==> src/source/mem_isa_pkg.sv <==
// ISA-level word types, memory operation and exception cause enums, exception record, store test
package mem_isa_pkg;

    ////////////////////
    // Word types
    ////////////////////

    typedef logic [63:0] xlen_t;     // Data or address word
    typedef logic [4:0]  reg_addr_t; // Destination register index
    typedef logic [5:0]  rob_tag_t;  // Reorder-buffer tag

    ////////////////////
    // Operations
    ////////////////////

    typedef enum logic [3:0] {
        LB  = 4'd0,
        LH  = 4'd1,
        LW  = 4'd2,
        LD  = 4'd3,
        LBU = 4'd4,
        LHU = 4'd5,
        LWU = 4'd6,
        SB  = 4'd7,
        SH  = 4'd8,
        SW  = 4'd9,
        SD  = 4'd10
    } mem_op_e;

    // Privileged-spec mcause codes for data accesses
    typedef enum logic [5:0] {
        LD_ADDR_MISALIGNED = 6'd4,
        LD_ACCESS_FAULT    = 6'd5,
        ST_ADDR_MISALIGNED = 6'd6,
        ST_ACCESS_FAULT    = 6'd7
    } xcpt_cause_e;

    typedef struct packed {
        logic        valid;
        xcpt_cause_e cause;
        xlen_t       origin; // Faulting address
    } xcpt_t;

    function automatic logic is_store(mem_op_e op);
        return (op == SB) || (op == SH) || (op == SW) || (op == SD);
    endfunction

endpackage

==> src/source/mem_bus_pkg.sv <==
// Packed records for the incoming instruction, queue entry, cache request and response, writeback
package mem_bus_pkg;

    import mem_isa_pkg::*;

    ////////////////////
    // Issue side
    ////////////////////

    typedef struct packed {
        logic      valid;
        mem_op_e   op;
        reg_addr_t rd;
        xlen_t     imm;
        rob_tag_t  tag;
        xcpt_t     ex;    // Exception raised by earlier stages
    } mem_instr_t;

    typedef struct packed {
        mem_instr_t instr;
        xlen_t      rs1;  // Base address
        xlen_t      rs2;  // Store data
    } lsq_entry_t;

    ////////////////////
    // Data cache
    ////////////////////

    typedef struct packed {
        logic      valid;
        logic      kill;
        mem_op_e   op;
        xlen_t     rs1;
        xlen_t     rs2;
        xlen_t     imm;
        reg_addr_t rd;
    } dcache_req_t;

    typedef struct packed {
        logic  lock;    // Request not taken yet
        xlen_t data;
        xlen_t addr;    // Effective address rs1 + imm
        logic  xcpt_ma; // Misaligned access
        logic  xcpt_pf; // Page or access fault
    } dcache_resp_t;

    ////////////////////
    // Writeback
    ////////////////////

    typedef struct packed {
        logic      valid;
        reg_addr_t rd;
        rob_tag_t  tag;
        logic      regfile_we;
        xlen_t     result;
        xcpt_t     ex;
    } mem_wb_t;

endpackage

==> src/source/load_store_queue.sv <==
// Load/store queue: show-ahead circular FIFO of memory instructions with their operands
module load_store_queue #(
    parameter int LSQ_DEPTH = 4
) (
    input  logic                   clk_i,
    input  logic                   rstn_i,
    input  logic                   clear_i,      // Kill or flush
    input  mem_bus_pkg::lsq_entry_t push_entry_i,
    input  logic                   pop_i,
    output mem_bus_pkg::lsq_entry_t head_o,
    output logic                   head_valid_o,
    output logic                   full_o
);

    import mem_bus_pkg::*;

    localparam int PTR_W = (LSQ_DEPTH > 1) ? $clog2(LSQ_DEPTH) : 1;
    localparam int CNT_W = $clog2(LSQ_DEPTH + 1);

    typedef logic [PTR_W-1:0] ptr_t;
    typedef logic [CNT_W-1:0] cnt_t;

    lsq_entry_t mem_q [LSQ_DEPTH];
    ptr_t       rd_ptr_q;
    ptr_t       wr_ptr_q;
    cnt_t       count_q;
    logic       push_en;
    logic       pop_en;

    assign full_o       = (count_q == cnt_t'(LSQ_DEPTH));
    assign head_valid_o = (count_q != '0);
    assign head_o       = mem_q[rd_ptr_q]; // Show-ahead read

    assign push_en = push_entry_i.instr.valid & ~full_o; // Dropped while full
    assign pop_en  = pop_i & head_valid_o;

    always_ff @(posedge clk_i) begin
        if (push_en) begin
            mem_q[wr_ptr_q] <= push_entry_i;
        end
    end

    always_ff @(posedge clk_i, negedge rstn_i) begin
        if (!rstn_i) begin
            rd_ptr_q <= '0;
            wr_ptr_q <= '0;
            count_q  <= '0;
        end else if (clear_i) begin
            rd_ptr_q <= '0;
            wr_ptr_q <= '0;
            count_q  <= '0;
        end else begin
            if (push_en) begin
                wr_ptr_q <= (wr_ptr_q == ptr_t'(LSQ_DEPTH - 1)) ? '0 : wr_ptr_q + 1'b1;
            end
            if (pop_en) begin
                rd_ptr_q <= (rd_ptr_q == ptr_t'(LSQ_DEPTH - 1)) ? '0 : rd_ptr_q + 1'b1;
            end
            if (push_en && !pop_en) begin
                count_q <= count_q + 1'b1;
            end else if (!push_en && pop_en) begin
                count_q <= count_q - 1'b1;
            end
        end
    end

    // Issue stage must respect lock_o
    a_no_push_full: assert property (@(posedge clk_i) disable iff (!rstn_i)
        push_entry_i.instr.valid |-> !full_o)
        else $error("instruction offered while queue full, dropped");

    a_no_pop_empty: assert property (@(posedge clk_i) disable iff (!rstn_i)
        pop_i |-> head_valid_o)
        else $error("pop from empty queue");

endmodule

==> src/source/mem_issue_fsm.sv <==
// Issue FSM: head issue, held request, commit gating of stores and writeback assembly
module mem_issue_fsm (
    input  logic                     clk_i,
    input  logic                     rstn_i,
    input  logic                     kill_i,
    input  logic                     commit_store_i,
    input  mem_bus_pkg::lsq_entry_t   head_i,
    input  logic                     head_valid_i,
    input  mem_bus_pkg::dcache_resp_t dcache_resp_i,
    input  mem_isa_pkg::xcpt_t        load_xcpt_i,
    output logic                     pop_o,
    output mem_bus_pkg::lsq_entry_t   held_o,
    output logic                     done_o,
    output mem_bus_pkg::dcache_req_t  dcache_req_o,
    output mem_bus_pkg::mem_wb_t      wb_o,
    output logic                     commit_stall_o
);

    import mem_isa_pkg::*;
    import mem_bus_pkg::*;

    typedef enum logic [1:0] {
        ISSUE,
        WAIT_RESP,
        WAIT_COMMIT
    } state_e;

    state_e     state_q;
    state_e     state_d;
    lsq_entry_t held_q;
    lsq_entry_t req_src;
    logic       held_store;

    assign held_o     = held_q;
    assign held_store = is_store(held_q.instr.op);

    ////////////////////
    // State and capture
    ////////////////////

    always_ff @(posedge clk_i, negedge rstn_i) begin
        if (!rstn_i) begin
            state_q <= ISSUE;
        end else begin
            state_q <= state_d;
        end
    end

    always_ff @(posedge clk_i) begin
        if (pop_o) begin
            held_q <= head_i; // Entry stays here until completion
        end
    end

    always_comb begin
        state_d = state_q;
        if (kill_i) begin
            state_d = ISSUE;
        end else begin
            unique case (state_q)
                ISSUE: begin
                    if (head_valid_i) begin
                        state_d = is_store(head_i.instr.op) ? WAIT_COMMIT : WAIT_RESP;
                    end
                end
                WAIT_COMMIT: begin
                    if (commit_store_i) begin
                        state_d = WAIT_RESP;
                    end
                end
                WAIT_RESP: begin
                    if (!dcache_resp_i.lock) begin
                        state_d = ISSUE;
                    end
                end
                default: state_d = ISSUE;
            endcase
        end
    end

    ////////////////////
    // Cache request
    ////////////////////

    assign pop_o   = (state_q == ISSUE) & head_valid_i & ~kill_i;
    assign req_src = (state_q == ISSUE) ? head_i : held_q; // Head only in the issue cycle

    always_comb begin
        unique case (state_q)
            ISSUE:       dcache_req_o.valid = pop_o & ~is_store(head_i.instr.op);
            WAIT_COMMIT: dcache_req_o.valid = commit_store_i & ~kill_i;
            WAIT_RESP:   dcache_req_o.valid = ~kill_i;
            default:     dcache_req_o.valid = 1'b0;
        endcase
    end

    assign dcache_req_o.kill = kill_i;
    assign dcache_req_o.op   = req_src.instr.op;
    assign dcache_req_o.rs1  = req_src.rs1;
    assign dcache_req_o.rs2  = req_src.rs2;
    assign dcache_req_o.imm  = req_src.instr.imm;
    assign dcache_req_o.rd   = req_src.instr.rd;

    assign done_o         = (state_q == WAIT_RESP) & ~dcache_resp_i.lock & ~kill_i;
    assign commit_stall_o = (state_q == WAIT_RESP) & commit_store_i & held_store
                            & dcache_resp_i.lock;

    ////////////////////
    // Writeback
    ////////////////////

    assign wb_o.valid      = done_o;
    assign wb_o.rd         = held_q.instr.rd;
    assign wb_o.tag        = held_q.instr.tag;
    assign wb_o.regfile_we = ~held_store;
    assign wb_o.result     = held_store ? xlen_t'(0) : dcache_resp_i.data;
    assign wb_o.ex         = load_xcpt_i;

    // Cache sees one unchanged request until it drops lock
    a_req_stable: assert property (@(posedge clk_i) disable iff (!rstn_i)
        (dcache_req_o.valid && dcache_resp_i.lock) |=>
        (kill_i || (dcache_req_o.valid && $stable(dcache_req_o.op) && $stable(dcache_req_o.rs1)
                    && $stable(dcache_req_o.rs2) && $stable(dcache_req_o.imm)
                    && $stable(dcache_req_o.rd))))
        else $error("request changed while cache locked");

endmodule

==> src/source/mem_xcpt_check.sv <==
// Completion exception check: preset, misaligned, fault and non-canonical address, by priority
module mem_xcpt_check #(
    parameter int VA_BITS = 40
) (
    input  mem_bus_pkg::lsq_entry_t   held_i,
    input  logic                     done_i,
    input  mem_bus_pkg::dcache_resp_t dcache_resp_i,
    output mem_isa_pkg::xcpt_t        load_xcpt_o,
    output mem_isa_pkg::xcpt_t        commit_xcpt_o
);

    import mem_isa_pkg::*;
    import mem_bus_pkg::*;

    localparam int UPPER_W = 64 - VA_BITS + 1;

    logic [UPPER_W-1:0] va_upper;
    logic               non_canon;
    logic               st_op;
    xcpt_t              resp_xcpt;

    // Upper bits must all copy the top valid VA bit
    assign va_upper  = dcache_resp_i.addr[63:VA_BITS-1];
    assign non_canon = ~((&va_upper) | ~(|va_upper));
    assign st_op     = is_store(held_i.instr.op);

    always_comb begin
        resp_xcpt.valid  = dcache_resp_i.xcpt_ma | dcache_resp_i.xcpt_pf | non_canon;
        resp_xcpt.origin = dcache_resp_i.addr;
        if (dcache_resp_i.xcpt_ma) begin
            resp_xcpt.cause = st_op ? ST_ADDR_MISALIGNED : LD_ADDR_MISALIGNED;
        end else begin
            resp_xcpt.cause = st_op ? ST_ACCESS_FAULT : LD_ACCESS_FAULT; // Fault or non-canonical
        end
    end

    ////////////////////
    // Routing
    ////////////////////

    always_comb begin
        load_xcpt_o   = '0;
        commit_xcpt_o = '0;
        if (done_i) begin
            if (held_i.instr.ex.valid) begin
                load_xcpt_o = held_i.instr.ex; // Earlier stage wins
            end else if (st_op) begin
                commit_xcpt_o = resp_xcpt;
            end else begin
                load_xcpt_o = resp_xcpt;
            end
        end
    end

    // One completion reports at most one exception
    always_comb begin
        a_one_xcpt: assert (!(load_xcpt_o.valid && commit_xcpt_o.valid))
            else $error("exception on both writeback and commit");
    end

endmodule

==> src/source/mem_unit.sv <==
// Memory unit top: load/store queue, issue FSM and exception check
module mem_unit #(
    parameter int LSQ_DEPTH = 4,
    parameter int VA_BITS   = 40
) (
    input  logic                     clk_i,
    input  logic                     rstn_i,
    input  logic                     kill_i,         // Abort everything
    input  logic                     flush_i,        // Empty the queue only
    input  mem_bus_pkg::mem_instr_t   instr_i,
    input  mem_isa_pkg::xlen_t        rs1_i,
    input  mem_isa_pkg::xlen_t        rs2_i,
    input  logic                     commit_store_i, // Store may go to cache
    input  mem_bus_pkg::dcache_resp_t dcache_resp_i,
    output mem_bus_pkg::dcache_req_t  dcache_req_o,
    output mem_bus_pkg::mem_wb_t      wb_o,
    output mem_isa_pkg::xcpt_t        commit_xcpt_o,
    output logic                     commit_stall_o,
    output logic                     lock_o          // Queue full
);

    import mem_isa_pkg::*;
    import mem_bus_pkg::*;

    logic       lsq_clear;
    lsq_entry_t push_entry;
    lsq_entry_t head;
    logic       head_valid;
    logic       pop;
    lsq_entry_t held;
    logic       done;
    xcpt_t      load_xcpt;

    assign lsq_clear        = kill_i | flush_i;
    assign push_entry.instr = instr_i;
    assign push_entry.rs1   = rs1_i;
    assign push_entry.rs2   = rs2_i;

    load_store_queue #(
        .LSQ_DEPTH(LSQ_DEPTH)
    ) u_lsq (
        .clk_i       (clk_i),
        .rstn_i      (rstn_i),
        .clear_i     (lsq_clear),
        .push_entry_i(push_entry),
        .pop_i       (pop),
        .head_o      (head),
        .head_valid_o(head_valid),
        .full_o      (lock_o)
    );

    mem_issue_fsm u_fsm (
        .clk_i         (clk_i),
        .rstn_i        (rstn_i),
        .kill_i        (kill_i),
        .commit_store_i(commit_store_i),
        .head_i        (head),
        .head_valid_i  (head_valid),
        .dcache_resp_i (dcache_resp_i),
        .load_xcpt_i   (load_xcpt),
        .pop_o         (pop),
        .held_o        (held),
        .done_o        (done),
        .dcache_req_o  (dcache_req_o),
        .wb_o          (wb_o),
        .commit_stall_o(commit_stall_o)
    );

    mem_xcpt_check #(
        .VA_BITS(VA_BITS)
    ) u_xcpt (
        .held_i       (held),
        .done_i       (done),
        .dcache_resp_i(dcache_resp_i),
        .load_xcpt_o  (load_xcpt),
        .commit_xcpt_o(commit_xcpt_o)
    );

endmodule

==> config.mk <==
export PLATFORM = sky130hd
export DESIGN_NAME = mem_unit
export DESIGN_NICKNAME = d
export VERILOG_FILES = /design/src/source/mem_isa_pkg.sv /design/src/source/mem_bus_pkg.sv /design/src/source/load_store_queue.sv /design/src/source/mem_issue_fsm.sv /design/src/source/mem_xcpt_check.sv /design/src/source/mem_unit.sv
export SDC_FILE = /design/constraint.sdc
export NUM_CORES = 1
export LEC_CHECK = 0
export BUFFER_PORTS_ARGS = -buffer_cell sky130_fd_sc_hd__buf_4
export CORE_AREA = 5 5 323 325
export CTS_CLUSTER_DIAMETER = 60
export DETAILED_ROUTE_END_ITERATION = 10
export DIE_AREA = 0 0 328 330
export PLACE_DENSITY_LB_ADDON = 0.1
export SKIP_LAST_GASP = 1
export SLEW_MARGIN = 20
export SYNTH_ARGS = -nofsm -noshare
export SYNTH_HDL_FRONTEND = slang
export SYNTH_SLANG_ARGS = --single-unit
==> constraint.sdc <==
create_clock -name clk_i -period 8.7 [get_ports clk_i]
set_input_delay 1.305 -clock clk_i [delete_from_list [all_inputs] [get_ports clk_i]]
set_output_delay 1.305 -clock clk_i [all_outputs]
set_load 0.05 [all_outputs]
==> flow_summary.toml <==
[worst_hold_path]
hold_class = "input port to async pin"

[drt]
detail-route-antenna-nets = 0
drt-initial-drc-count = 2073
dr.pass1.iters = 5
vias_per_cell = 5.71
wirelength_mm = 135
wl_per_cell_um = 27.9
vias = 27500
drc = 0

[synthesis]
synth_area_leader_cell = "edfxtp_1"
ys_ff_latch = 1399
synth_ff_type = "edfxtp_1"
synthDominantCellAreaShare_pct = 77.7
ys_top_cells_by_count = "edfxtp_1, mux4_2, mux2_2, and2_1, clkbuf_1"
synth_edf_count = 1390
synth.area.top_cells = "edfxtp_1, mux4_2, mux2_2"
synth.avg_cell_area_um2 = 21.9
synth_cell_types = 45
syn_area_mm2 = 0.0537
yosys_warnings = 0
syn_inst = 2456
yosysMostFrequentCell = "edfxtp_1"
async_flop_share_pct = 0.643
ys_seq_area_share_pct = 78.1

[place]
gp_congestion = 0.852
place_hpwl_mm = 85.3
place_area_mm2 = 0.0614
port_buffers = 835

[cts]
cts_tree = "yes"
clock_path_buffers = 3
htreeDepth = 4
cts_buffers = 146
clk_latency_ns = 0.73
cts_resized = 0
cts_root_buffer = "clkbuf_16"
holdBufCountCts = 0
clock-sinks = 1399
post_cts_buffers = 0
clk_pin_slew_worst_paths_ns = 0.06

[global_routing]
grt_pass1_vias = 28800
antenna_found_initial = 37
grt_pass1_wl_mm = 193
grt_use_total_pct = 24.4
grt_max_degree = 142
grt_overflow = 0

[timing]
slew_headroom_pct = 22.6
setup_violations = 0
min_period_ns = 5.53
finClkSkew_ns = 0.0228
fin_hold_ws_ns = 0.404
fin_crit_sh_pct = 63.6
fin_tns_setup_ns = 0
fmax_mhz = 181
final_hold_viol_count = 0
rsz0062_at_grt = "no"
maxSlewViolCount = 0
worst_pin_slew_ns = 1.16

[layout]
syn_to_final_growth_pct = 23.2
final_core_util_pct = 65.4
stdcell_area_mm2 = 0.0662
drive_above_1_share_pct = 45.3
final_nets = 3746

[run_status]
outcome = "completed"

[floorplanning]
dieArea_mm2 = 0.108
io_pins = 839
fp.dieW_um = 328
core_area_mm2 = 0.101
rows = 117
start_util_pct = 53.1
die_y_um = 330

[power_and_ir_drop]
swShare_pct = 24.2
power.internal_w = 0.0121
finalPower_w = 0.0159
power_switching_w = 0.00386
combPwrFrac_pct = 12.9
pwr-share-clk_pct = 38.3
power_density_mw_per_mm2 = 240
cellLeakagePower_nw = 22.7
peakVddDrop_uv = 201
seqPwrFrac_pct = 48.8

[setup_path]
critPathRequiredTime_ns = 7.39
arrival_ns = 4.23
crit_path_start_kind = "register"
worst_setup_path_end_kind = "output port"
path_max_fanout = 44
worstSetupPathType = "register to output port"

[job]
max_cap_violations = 0
==> critical path, stage by stage (launching register included) <==
cell	delay [ns]
dfrtp_4	1.00
buf_4	0.69
buf_4	0.59
mux4_2	0.60
mux2_2	0.31
buf_4	0.20
==> power by group through the flow <==
stage               Combinational (W)  Clock, W  Sequential (W)
finish                        0.00206   0.00609         0.00777
global route                  0.00215   0.00653         0.00778
CTS                           0.00208   0.00621         0.00777
detailed placement            0.00207         0         0.00791
global placement              0.00205         0         0.00789
floorplan                     0.00131         0         0.00794
==> metrics by stage <==
step | setup slack [ns] | std cells
finish | 3.17 | 4823
global route | 2.78 | 4814
CTS | 2.98 | 4801
global placement | 3.48 | 4544
detailed placement | 3.51 | 4544
floorplan | 0.342 | 2458
==> worst paths after layout <==
check | from | endpoint | slack (ns) | cells past startpoint
max | u_lsq.rd_ptr_q[0]$_DFFE_PN0P_ | dcache_req_o[28] | 3.17 | 5
min in group clk_i | u_lsq.mem_q[3][190]$_DFFE_PP_ | u_fsm.held_o[190]$_DFFE_PN_ | 0.62 | 1
max reg2reg | u_lsq.rd_ptr_q[0]$_DFFE_PN0P_ | u_fsm.state_q[0]$_DFFE_PN0P_ | 5.23 | 5
min | rstn_i | u_lsq.rd_ptr_q[1]$_DFFE_PN0P_ | 0.40 | 1
min reg2reg | u_lsq.mem_q[3][190]$_DFFE_PP_ | u_fsm.held_o[190]$_DFFE_PN_ | 0.62 | 1
max in group asynchronous | rstn_i | u_lsq.rd_ptr_q[0]$_DFFE_PN0P_ | 8.13 | 1
==> layout make-up <==
class	instances	area [um^2]
Fill cell	6766	35000
Timing Repair Buffer	866	6630
Inverter	11	48.8
Multi-Input combinational cell	901	11100
Clock buffer	188	3980
Tap cell	1368	1710
Clock inverter	69	722
Sequential cell	1399	42000
Antenna cell	21	52.6
==> kinds of logic after synthesis <==
kind of cell	count (synthesis)	synth area share (%)
AND/OR/NAND/NOR	325	3.56
other	1	0.00698
flip-flops	1399	78.1
buffers and inverters	158	1.40
adder cells (fa/ha/maj)	6	0.154
AO/OA/AOI/OAI	84	0.836
multiplexers	483	15.9
==> per-layer routing <==
layer  track usage, %  up-vias  routed length (um)  part of all wire, %
met5                0        -                 246                 0.18
li1                 -    11800                   -                    -
met3             8.44      211               12800                  9.5
met1             32.9    14400               52800                   39
met4             7.15       36                3240                  2.4
met2             38.6     1081               65600                   49
==> cell usage in the layout, fill, tap and decap left out, types with 14 or more instances in the layout <==
cell,count
bufinv_16,14
a21oi_1,71
clkbuf_16,154
edfxtp_1,1390
clkinv_1,26
clkbuf_1,34
clkinv_2,17
nand2_1,71
buf_4,856
mux4_2,278
nand3b_1,64
mux2_2,201
diode_2,21
and2_1,128
==> state kept, by name, indices dropped and copies added, names as in the netlist <==
name            flops
u_lsq.rd_ptr_q      2
u_fsm.state_q       2
u_fsm.held_o      278
u_lsq.mem_q      1112
u_lsq.count_q       3
u_lsq.wr_ptr_q      2
No activity file was read; power rests on OpenSTA's default activity.
